--- config.mk ---
export PLATFORM = sky130hd
export DESIGN_NAME = cb_read_seq
export DESIGN_NICKNAME = d
export VERILOG_FILES = /design/src/rtl/slam_cb_pkg.sv /design/src/rtl/cb_read_seq.sv
export VERILOG_INCLUDE_DIRS = /design/src /design/src/rtl
export SDC_FILE = /design/constraint.sdc
export NUM_CORES = 1
export LEC_CHECK = 0
export BUFFER_PORTS_ARGS = -buffer_cell sky130_fd_sc_hd__buf_4
export CAP_MARGIN = 10
export CORE_ASPECT_RATIO = 0.7
export CORE_MARGIN = 4
export CORE_UTILIZATION = 59
export CTS_BUF_LIST = sky130_fd_sc_hd__clkbuf_4 sky130_fd_sc_hd__clkbuf_8
export CTS_CLUSTER_SIZE = 24
export DETAILED_ROUTE_END_ITERATION = 16
export PLACE_DENSITY = 0.84
export SETUP_SLACK_MARGIN = 0.15
export SKIP_CTS_REPAIR_TIMING = 1
export SLEW_MARGIN = 20
export SYNTH_ARGS = -nofsm -noshare
export SYNTH_HDL_FRONTEND = slang
export SYNTH_SLANG_ARGS = --single-unit
export TNS_END_PERCENT = 100
--- constraint.sdc ---
create_clock -name clk -period 5.8 [get_ports clk]
set_input_delay 0.29 -clock clk [delete_from_list [all_inputs] [get_ports clk]]
set_output_delay 0.29 -clock clk [all_outputs]
set_load 0.1 [all_outputs]
--- src/rtl/slam_cb_consts.svh ---
`ifndef SLAM_CB_CONSTS_SVH
`define SLAM_CB_CONSTS_SVH

// row geometry
`define CB_LANES 4       // banks per row, also A/B/M lane count
`define CB_DW 32         // signed covariance word

// bank geometry
`define CB_AW 6          // row address bits
`define CB_DEPTH (1 << `CB_AW)

// read sequence counter
`define CB_SEQ_DW 10

`endif

--- src/rtl/slam_cb_pkg.sv ---
`include "slam_cb_consts.svh"

package slam_cb_pkg;

  typedef logic signed [`CB_DW-1:0]          cb_word_t;
  typedef logic        [`CB_LANES*`CB_DW-1:0] cb_row_t;   // lane 0 in the low bits
  typedef logic        [`CB_AW-1:0]          cb_addr_t;
  typedef logic        [`CB_SEQ_DW-1:0]      cb_seq_t;
  typedef logic        [1:0]                 cb_bank_t;

  // where a row read goes
  typedef enum logic [2:0] {
    CB_DEST_IDLE = 3'b000,
    CB_DEST_A    = 3'b001,
    CB_DEST_B    = 3'b010,
    CB_DEST_M    = 3'b011,
    CB_DEST_TB   = 3'b100,
    CB_DEST_NL   = 3'b111
  } cb_dest_e;

  typedef enum logic [1:0] {
    CB_DIR_IDLE = 2'b00,
    CB_DIR_POS  = 2'b01,   // lanes as stored
    CB_DIR_NEG  = 2'b10,   // lanes flipped
    CB_DIR_NEW  = 2'b11    // new landmark, picked by l_k_0
  } cb_dir_e;

  typedef enum logic [1:0] {
    SEQ_IDLE,
    SEQ_RUN,
    SEQ_DRAIN
  } cb_seq_state_e;

endpackage

--- src/rtl/cb_read_seq.sv ---
`timescale 1ns/100ps
`include "slam_cb_consts.svh"

module cb_read_seq
  import slam_cb_pkg::*;
(
  input  logic     clk,
  input  logic     sys_rst,

  input  logic     i_start,
  input  cb_dest_e i_dest,
  input  cb_dir_e  i_dir,
  input  logic     i_l_k_0,
  input  cb_addr_t i_base_addr,
  input  cb_seq_t  i_len,

  output logic     o_rd_en,
  output cb_addr_t o_rd_addr,

  output cb_dest_e o_dest,
  output cb_dir_e  o_dir,
  output logic     o_l_k_0,
  output cb_seq_t  o_seq_cnt,

  output logic     o_busy,
  output logic     o_done
);

  cb_seq_state_e state;
  cb_seq_t       len_q;
  cb_dest_e      dest_q;
  cb_dir_e       dir_q;
  logic          l_k_0_q;
  logic          drain_q;   // set in the second drain cycle

  // command latch, only taken while idle
  always_ff @(posedge clk) begin
    if ((state == SEQ_IDLE) && i_start) begin
      len_q   <= i_len;
      dest_q  <= i_dest;
      dir_q   <= i_dir;
      l_k_0_q <= i_l_k_0;
    end
  end

  always_ff @(posedge clk) begin
    if (sys_rst) begin
      state     <= SEQ_IDLE;
      o_rd_en   <= 1'b0;
      o_rd_addr <= '0;
      o_seq_cnt <= '0;
      drain_q   <= 1'b0;
      o_busy    <= 1'b0;
      o_done    <= 1'b0;
    end else begin
      o_done <= 1'b0;
      case (state)
        SEQ_IDLE: begin
          if (i_start) begin
            o_rd_en   <= (i_len != '0);   // empty command issues nothing
            o_rd_addr <= i_base_addr;
            o_seq_cnt <= '0;
            drain_q   <= 1'b0;
            o_busy    <= 1'b1;
            state     <= (i_len != '0) ? SEQ_RUN : SEQ_DRAIN;
          end
        end
        SEQ_RUN: begin
          o_seq_cnt <= o_seq_cnt + 1'b1;   // runs one past the last issue
          o_rd_addr <= o_rd_addr + 1'b1;
          if (o_seq_cnt == len_q - 1'b1) begin
            o_rd_en <= 1'b0;
            state   <= SEQ_DRAIN;
          end
        end
        SEQ_DRAIN: begin
          // bank read plus mapper register
          drain_q <= 1'b1;
          if (drain_q) begin
            o_busy <= 1'b0;
            o_done <= 1'b1;
            state  <= SEQ_IDLE;
          end
        end
        default: state <= SEQ_IDLE;
      endcase
    end
  end

  // selector lines up with bank read data
  always_ff @(posedge clk) begin
    if (sys_rst) begin
      o_dest  <= CB_DEST_IDLE;
      o_dir   <= CB_DIR_IDLE;
      o_l_k_0 <= 1'b0;
    end else begin
      o_dest  <= (state == SEQ_RUN) ? dest_q : CB_DEST_IDLE;
      o_dir   <= (state == SEQ_RUN) ? dir_q : CB_DIR_IDLE;
      o_l_k_0 <= l_k_0_q;
    end
  end

endmodule

==> run metrics <==
TritonCTS sink count 44; area of the multi-input gates 955 um2; Post-Syn Instances 212; Pleak 1.01 nW; Routed Wire Length 4370 um; Avg Inst Size Synth 9.80 um2; row count 17; Antenna Cells 0; EDFF count, synth 16; total die area 4550 um2; Placer Congestion 0.851; Setup WS post-layout 3.50 ns; DR vias 1,740; layout cells sized above 1 25.9%; sequential area share after synthesis 50.1%; max-slew violations 0; Clock power frac 28.3%; Synthesized Nets 240; CTS Root Cell clkbuf_8; post-route setup TNS 0 ns; Hold Violations, Final 0; starting density of the core 63.9%; CTS tree built; status completed; placed wire-length estimate 3190 um; period utilization 39.7%; Slew @ Worst Pin 0.860 ns; ys async rst share 0%; Vert. Die Dim 57.7 um; Max IR drop VDD 0.000270 V; hold depth 1; leading area contributor after synthesis dfxtp_1; Ys Warns 0; Fin Clk Skew 0.00473 ns; Layout area overhead 22.1%; Clk Latency, worst-skew pair 0.28 ns; hold_ws 0.179 ns; largest net degree at the start of global routing 24; total grt overflow 0; mapped cell area 2080 um2; port bufs 49; sequential share of power 53.0%; met2 GRT Util 30.1%; post-synth top area share 27.0%; Power Total 0.000659 W; most frequent cell after synthesis dfxtp_1; CP startpoint kind flop; Clock Path Buffers 2; I/O pin total 50; nature of the critical path endpoint flop; ys flop type dfxtp_1; CTS H-tree lvls 2; Starting DRT DRC Count 68; Pint 0.000462 W; Vias/cell 5.69; max frequency 0.434 GHz; Crit Path Max Fanout 6; Max Cap Viol 0; initial antenna violation count 0; Psw 0.000198 W; Gate power share 18.7%; vias in the first global route 1,582; Pre-antenna DRT Iters 4; Seq. cell area 1040 um2; GRT met3 Usage 6.06%; Die Width 78.9 um; Finished Layout Cells 306; total track usage 20.1%; Unique masters post-synth 52; Core ar. 3250 um2; placed instance count 298; Commonest cells post-synth dfxtp_1 (28), nor2_1 (26), edfxtp_1 (16), nand2_1 (12), a21oi_1 (9); top cells by area, synth dfxtp_1 (27%), edfxtp_1 (23%), nor2_1 (4.7%); reg2reg path depth 5; post-layout min period 2.30 ns; number of synthesized register bits 44; worst setup path class reg2reg; cell area power density 260 nW/um2; RSZ-0062 raised after global routing false; WL/cell 14.3 um; CP Data Arrival Time 2.44 ns; first-pass GRT wire length 7310 um; Inserted Clock Buffers 5; GR Util met1 29.2%; Hold Crit Class in2reg; Nets 286; DRT antenna net count 0; Worst Path Required 5.93 ns; GR peak layer met2; DRC 0; setup violators final 0; fillers 231; Post-Place Worst Slack 3.50 ns; switching share of power 30.0%; Clk pin slew, worst setup/hold paths 0.08 ns; slew margin rel. 42.5%
area by class of cell:
type / count / share of cell area [%]
Clock buffer: 6 / 3.01
Clock inverter: 2 / 0.493
Inverter: 5 / 0.740
Multi-Input combinational cell: 152 / 37.6
Sequential cell: 44 / 41.0
Tap cell: 47 / 2.32
Timing Repair Buffer: 50 / 14.8
routing by layer:
layer  part of all wire, %  up-vias  wire length (um)
met1                    45      800              1990
met2                    45       65              1960
met3                   9.3        2               407
met5                     0        -                 0
met4                  0.39        0                17
li1                      -      873                 -
critical path, cell delays in order (launching register included):
cell and delay (ns):
edfxtp_1 0.44, or4_4 0.57, or4b_1 0.53, a21o_1 0.21, a211oi_2 0.29, a31oi_1 0.12
state kept, by name, indices dropped and copies added, names as in the netlist, 2 cells and up:
signal	count
o_dir	2
o_dest	3
o_seq_cnt	10
state	2
o_rd_addr	6
dest_q	3
dir_q	2
len_q	10
cells in the final DEF, fill, tap and decap left out, types with 6 or more instances in the layout:
cell type | netlist | routed
dfxtp_1 | 28 | 28
edfxtp_1 | 16 | 16
nand2_1 | 12 | 12
o21ai_0 | 6 | 6
nand3_1 | 8 | 8
buf_4 | 0 | 50
xor2_1 | 6 | 6
nor2_1 | 26 | 26
a21oi_1 | 9 | 9
cell families after synthesis:
| kind of cell | synth area share [%] |
|---|---|
| and+or+nand+nor | 23.3 |
| buffers and inverters | 3.97 |
| DFF | 50.1 |
| AOI/OAI and AO/OA | 16.1 |
| muxes | 0.482 |
| xor gates and xnor gates | 4.21 |
| adders and majority gates | 1.81 |
stage by stage:
stage | utilization, % | instance area (um2)
floorplan | - | 2080
detailed placement | 75.2 | 2450
CTS | 78.0 | 2540
global placement | 75.2 | 2450
finish | 78.0 | 2540
global route | 78.0 | 2540
power groups by stage:
stage               registers, W  clock network (W)   logic, W
floorplan               0.000404                  0  0.0000410
global placement        0.000355                  0   0.000122
detailed placement      0.000356                  0   0.000124
CTS                     0.000349           0.000190   0.000124
global route            0.000352           0.000205   0.000132
finish                  0.000349           0.000187   0.000123
path summary, 6_finish.rpt:
kind	startpoint	end	slack [ns]
hold reg to reg	dir_q[0]	o_dir[0]	0.44
setup reg to reg	len_q[0]	o_rd_en	3.50
setup / recovery	len_q[0]	o_rd_en	3.50
hold / removal	i_l_k_0	l_k_0_q	0.18
No activity file was read; power rests on OpenSTA's default activity.
