--- src/rtl/slam_cb_consts.svh ---
`ifndef SLAM_CB_CONSTS_SVH
`define SLAM_CB_CONSTS_SVH

// row geometry
`define CB_LANES 4       // banks per row, also A/B/M lane count
`define CB_DW 32         // signed covariance word

// bank geometry
`define CB_AW 6          // row address bits
`define CB_DEPTH (1 << `CB_AW)

// read sequence counter
`define CB_SEQ_DW 10

`endif

--- src/rtl/slam_cb_pkg.sv ---
`include "slam_cb_consts.svh"

package slam_cb_pkg;

  typedef logic signed [`CB_DW-1:0]          cb_word_t;
  typedef logic        [`CB_LANES*`CB_DW-1:0] cb_row_t;   // lane 0 in the low bits
  typedef logic        [`CB_AW-1:0]          cb_addr_t;
  typedef logic        [`CB_SEQ_DW-1:0]      cb_seq_t;
  typedef logic        [1:0]                 cb_bank_t;

  // where a row read goes
  typedef enum logic [2:0] {
    CB_DEST_IDLE = 3'b000,
    CB_DEST_A    = 3'b001,
    CB_DEST_B    = 3'b010,
    CB_DEST_M    = 3'b011,
    CB_DEST_TB   = 3'b100,
    CB_DEST_NL   = 3'b111
  } cb_dest_e;

  typedef enum logic [1:0] {
    CB_DIR_IDLE = 2'b00,
    CB_DIR_POS  = 2'b01,   // lanes as stored
    CB_DIR_NEG  = 2'b10,   // lanes flipped
    CB_DIR_NEW  = 2'b11    // new landmark, picked by l_k_0
  } cb_dir_e;

  typedef enum logic [1:0] {
    SEQ_IDLE,
    SEQ_RUN,
    SEQ_DRAIN
  } cb_seq_state_e;

endpackage

--- src/rtl/cb_douta_map.sv ---
`timescale 1ns/100ps
`include "slam_cb_consts.svh"

module cb_douta_map
  import slam_cb_pkg::*;
(
  input  logic     clk,
  input  logic     sys_rst,

  input  cb_dest_e i_dest,
  input  cb_dir_e  i_dir,
  input  logic     i_l_k_0,
  input  cb_seq_t  i_seq_cnt,   // leads the row by one
  input  cb_row_t  i_cb_douta,

  output cb_row_t  o_a_row,
  output cb_row_t  o_b_row,
  output cb_row_t  o_m_row,
  output cb_row_t  o_tb_row,

  output cb_word_t o_xk,
  output cb_word_t o_yk,
  output cb_word_t o_xita,
  output cb_word_t o_lkx,
  output cb_word_t o_lky
);

  cb_word_t in_lane [`CB_LANES];
  cb_word_t sel_lo;   // landmark x, lane 0 or 2
  cb_word_t sel_hi;   // landmark y, lane 1 or 3
  cb_row_t  op_row;
  cb_row_t  tb_row;
  cb_seq_t  seq_d;    // count matching the current row

  always_comb begin
    for (int i = 0; i < `CB_LANES; i++) begin
      in_lane[i] = i_cb_douta[i*`CB_DW +: `CB_DW];
    end
  end

  assign sel_lo = i_l_k_0 ? in_lane[0] : in_lane[2];
  assign sel_hi = i_l_k_0 ? in_lane[1] : in_lane[3];

  // operand lane mapping, shared by A, B and M
  always_comb begin
    op_row = '0;
    case (i_dir)
      CB_DIR_POS: op_row = i_cb_douta;
      CB_DIR_NEG: begin
        for (int i = 0; i < `CB_LANES; i++) begin
          op_row[i*`CB_DW +: `CB_DW] = in_lane[`CB_LANES-1-i];
        end
      end
      CB_DIR_NEW: begin
        op_row[0      +: `CB_DW] = sel_lo;
        op_row[`CB_DW +: `CB_DW] = sel_hi;   // upper two lanes stay zero
      end
      default: op_row = '0;
    endcase
  end

  // temp buffer placement of the (y, x) pair by row count
  always_comb begin
    tb_row = '0;
    if (i_dir == CB_DIR_NEW) begin
      case (seq_d)
        'd0: tb_row[3*`CB_DW +: `CB_DW] = sel_hi;
        'd1: tb_row[0        +: `CB_DW] = sel_lo;
        'd2: begin
          tb_row[0        +: `CB_DW] = sel_hi;
          tb_row[1*`CB_DW +: `CB_DW] = sel_lo;
        end
        'd3: begin
          tb_row[1*`CB_DW +: `CB_DW] = sel_hi;
          tb_row[2*`CB_DW +: `CB_DW] = sel_lo;
        end
        'd4: begin
          tb_row[2*`CB_DW +: `CB_DW] = sel_hi;
          tb_row[3*`CB_DW +: `CB_DW] = sel_lo;
        end
        default: tb_row = '0;
      endcase
    end
  end

  always_ff @(posedge clk) begin
    if (sys_rst) begin
      seq_d    <= '0;
      o_a_row  <= '0;
      o_b_row  <= '0;
      o_m_row  <= '0;
      o_tb_row <= '0;
    end else begin
      seq_d    <= i_seq_cnt;
      o_a_row  <= (i_dest == CB_DEST_A)  ? op_row : '0;
      o_b_row  <= (i_dest == CB_DEST_B)  ? op_row : '0;
      o_m_row  <= (i_dest == CB_DEST_M)  ? op_row : '0;
      o_tb_row <= (i_dest == CB_DEST_TB) ? tb_row : '0;
    end
  end

  // nonlinear scalars, held while the NL read lasts
  always_ff @(posedge clk) begin
    if (sys_rst || (i_dest != CB_DEST_NL)) begin
      o_xk   <= '0;
      o_yk   <= '0;
      o_xita <= '0;
      o_lkx  <= '0;
      o_lky  <= '0;
    end else begin
      case (i_seq_cnt)
        'd3: o_xk <= in_lane[0];
        'd4: begin
          o_yk  <= in_lane[1];
          o_lkx <= sel_lo;
        end
        'd5: begin
          o_xita <= in_lane[2];
          o_lky  <= sel_hi;
        end
        default: ;   // hold
      endcase
    end
  end

endmodule

--- config.mk ---
export PLATFORM = sky130hd
export DESIGN_NAME = cb_douta_map
export DESIGN_NICKNAME = d
export VERILOG_FILES = /design/src/rtl/slam_cb_pkg.sv /design/src/rtl/cb_douta_map.sv
export VERILOG_INCLUDE_DIRS = /design/src /design/src/rtl
export SDC_FILE = /design/constraint.sdc
export NUM_CORES = 1
export LEC_CHECK = 0
export ABC_AREA = 1
export ABC_CLOCK_PERIOD_IN_PS = 1300
export CORE_AREA = 2 2 315 317
export DETAILED_ROUTE_END_ITERATION = 10
export DIE_AREA = 0 0 317 319
export DONT_BUFFER_PORTS = 1
export SLEW_MARGIN = 25
export SYNTH_ARGS = -nofsm -noshare
export SYNTH_HDL_FRONTEND = slang
export SYNTH_SLANG_ARGS = --single-unit
export TNS_END_PERCENT = 10
--- constraint.sdc ---
create_clock -name clk -period 1.3 [get_ports clk]
set_input_delay 0.195 -clock clk [delete_from_list [all_inputs] [get_ports clk]]
set_output_delay 0.195 -clock clk [all_outputs]
set_load 0.02 [all_outputs]
==> impl_metrics.toml <==
[logic_synthesis]
syn_nets = 3352
syn_avg_cell_area_sq_um = 7.90
synthMuxAreaShare_pct = 0
synth_cells = 3202
synth_top_family_by_area = "simple AND/OR/NAND/NOR gates"
synthArstFlopShare_pct = 0
synthesis.area_sq_um = 25300
netlist.top_cell.by_area = "dfxtp_1"
synth_compound_area_share_pct = 14.1
ys.flop_type = "dfxtp_1"
synth-adder-area-share_pct = 0.198
ys_top_cells_by_area = "dfxtp_1, nor2_1, nand3_1, nand2_1, a21oi_1"
yosys_register_bits = 682
synth_edf_count = 0
synth_xor_xnor_area_share_pct = 0
ys.warnings.count = 0
synth_top_area_share_pct = 54.0
synth-simple-area-share_pct = 24.3
synthDistinctLibCells = 25
ys_seq_area_share_pct = 54.0
synth_commonest_cells = "dfxtp_1, nor2_1, nand2_1"
yosysMostFrequentCell = "dfxtp_1"

[layout]
syn2layout_area_growth_pct = 37.0
multi_input_area_sq_um = 10500
drive_gt1_share_pct = 25.9
instances_no_fill = 4879
fin_nets = 3666
seqCellArea_sq_um = 14000
fillers = 9991

[detailed_routing]
route.detailed.drc = 0
drt_first_pass_iters = 5
postRouteAntennaNets = 0
drt_iter0_markers = 2607
dr_wl_met2_mm = 64.7
num_vias = 24600
routed.top_layer = "met5"
wl_per_cell_um = 27.9
wl_met3_mm = 13.2
met1_length_mm = 53.8
viasPerCell = 5.05
wirelength_mm = 136

[power_and_ir_drop]
p_int_mw = 34.9
cellLeakagePower_nw = 12.6
vdd_ir_drop_max_v = 0.00115
switching_share_pct = 26.6
total_power_mw = 47.5
p_sw_mw = 12.6
pwr-share-seq_pct = 44.6
clock_power_share_pct = 44.3
power_density_nw_per_um2 = 1370
pwr-share-comb_pct = 11.2

[placed_design]
dp_cells = 4546
port-buffer-count = 0
gp_congestion = 0.896
dpl.hpwl_mm = 102

[global_routing]
grt_pass1_vias = 22800
grt_pass1_wl_mm = 181
grt_max_degree = 257
overflow = 0
track_usage_pct = 25.4
antenna_found_initial = 27

[sta]
period_minus_slack_ps = 1500
final-setup-viol-count = 145
skew_ps = 13.4
drv_slew = 0
hold_viol = 7
rsz0062_at_grt = "yes"
setup_ws_ps = -204
max-slew-margin-rel_pct = 41.6
fmax_ghz = 0.665
tightest_slew_ps = 876
holdWs_ps = -94.3
finalCritPeriodShare_pct = 116

[die]
fp.dieH_um = 319
die_x_um = 317
initial_utilization_pct = 25.9
dieArea_sq_um = 101000
io_pins = 818
core-area_sq_um = 97700
rows = 115

[worst_setup_path]
r2r_slack_ps = -200
timing.rr.end = "o_tb_row[33]"
critPathMaxFanout = 11
r2r-start = "seq_d[2]"
setup.worst_path.end = "o_tb_row[33]"
crit_path_start = "seq_d[2]"
ff2ff_path_depth = 8
cp.required_ps = 1860
cp-start-kind = "register"
end_kind = "register"
crit_arrival_ps = 2070
path_class = "reg -> reg"

[clock_network]
cts_sinks = 682
clk-insertion-delay-late_ps = 630
htree_levels = 3
cts.clk_slew.worst_paths_ps = 60
cts_tree = "built"
cts_buffers = 72
cts_max_path_buffers = 3
ctsRootBufferMaster = "clkbuf_16"

[flow_run]
cap_violations = 0

[outcome]
status = "complete, but fails checks"
violations = "negative hold slack, negative setup slack"

[hold_path]
min_path_type = "in -> reg"
min_path_cells = 4
==> cell usage in the layout (no fill, tap or decap), types with 6 or more instances in the layout <==
| master | count |
|---|---|
| nor2_1 | 630 |
| dfxtp_1 | 486 |
| nand2_1 | 420 |
| nand3_1 | 351 |
| buf_4 | 222 |
| dfxtp_2 | 166 |
| a21oi_1 | 153 |
| dlygate4sd3_1 | 150 |
| inv_1 | 142 |
| a21oi_2 | 101 |
| o21ai_2 | 100 |
| o21ai_0 | 93 |
| buf_12 | 80 |
| clkbuf_16 | 76 |
| o22ai_1 | 64 |
| o21ai_1 | 63 |
| nand3_2 | 33 |
| nor3_1 | 32 |
| o21bai_1 | 32 |
| dfxtp_4 | 30 |
| buf_6 | 29 |
| diode_2 | 19 |
| dlymetal6s4s_1 | 14 |
| clkbuf_1 | 13 |
| clkinv_2 | 12 |
| clkbuf_8 | 11 |
| nor2_4 | 10 |
| inv_6 | 9 |
| buf_8 | 7 |
| inv_2 | 6 |
==> registers in the layout, indices dropped and copies added, names as in the netlist <==
| register | cells |
|---|---|
| o_a_row | 128 |
| o_m_row | 128 |
| o_lky | 32 |
| o_b_row | 128 |
| seq_d | 10 |
| o_xk | 32 |
| o_tb_row | 128 |
| o_yk | 32 |
| o_xita | 32 |
| o_lkx | 32 |
==> logic make-up (layout without fill, tap and decap cells) <==
kind of cell               count (synthesis)  in the layout
DFF                                      682            682
and+or+nand+nor                         1488           1488
AOI/OAI and AO/OA                        608            608
buffers and inverters                    420            791
other                                      0             19
adders and majority gates                  4              4
==> power groups by stage <==
stage / clock (mW) / sequential, mW / combinational [mW]
2_1_floorplan: 0 / 21.7 / 2.18
3_3_place_gp: 0 / 21.7 / 4.20
3_5_place_dp: 0 / 21.7 / 4.21
4_1_cts: 21.3 / 21.2 / 5.16
5_1_grt: 22.1 / 21.2 / 5.58
6_report: 21.0 / 21.2 / 5.30
==> layout make-up <==
| class | instances | share of cell area [%] |
|---|---|---|
| antenna | 19 | 0.137 |
| clock buffer | 96 | 5.78 |
| clock inverter | 35 | 1.17 |
| inverter | 152 | 1.67 |
| multi-input combinational | 2100 | 30.3 |
| sequential | 682 | 40.3 |
| tap | 1287 | 4.65 |
| timing repair buffer | 508 | 16.0 |
==> worst max-delay path: stages, from the launching register on <==
cell	delay, ps
dfxtp_2	320
or2_4	250
nor2_4	120
buf_12	130
buf_8	130
buf_12	100
buf_12	120
nand3_1	100
a21oi_2	170
==> routing by layer <==
layer	track usage [%]	up-vias
met3	7.69	251
met2	42.3	1481
met5	0	-
li1	-	11100
met4	8.04	4
met1	31.1	11800
==> worst min-delay path by stage <==
stage,start,end,slack [ps]
after floorplan,i_seq_cnt[1],seq_d[1],300
after global placement,sys_rst,seq_d[1],280
after detailed placement,sys_rst,seq_d[7],280
after CTS,i_l_k_0,o_tb_row[74],-100
after global routing,i_l_k_0,o_lky[25],-100
final,i_l_k_0,o_lky[25],-90
==> per-stage QoR <==
| step | instance area [sq um] | setup slack [ps] | util (%) | TNS, ps |
|---|---|---|---|---|
| finish | 34600 | -204 | 35.5 | -14840 |
| global route | 34600 | -249 | 35.4 | -30140 |
| CTS | 33700 | -159 | 34.5 | -38630 |
| detailed placement | 29100 | -337 | 29.7 | -88980 |
| global placement | 29100 | -321 | 29.7 | -86760 |
| floorplan | 25300 | -39.5 | - | -5380 |
==> what timing repair did <==
action                                 4_1_cts  5_1_grt
endpoints found under the hold margin      618       12
hold buffers                               162        2
gates cloned                                 3        5
setup endpoints to repair                  700      877
buffers inserted                             6        6
pin swaps                                   41       41
gates resized for setup                    145      303
Note: power is estimated with default switching activity, not from simulation.
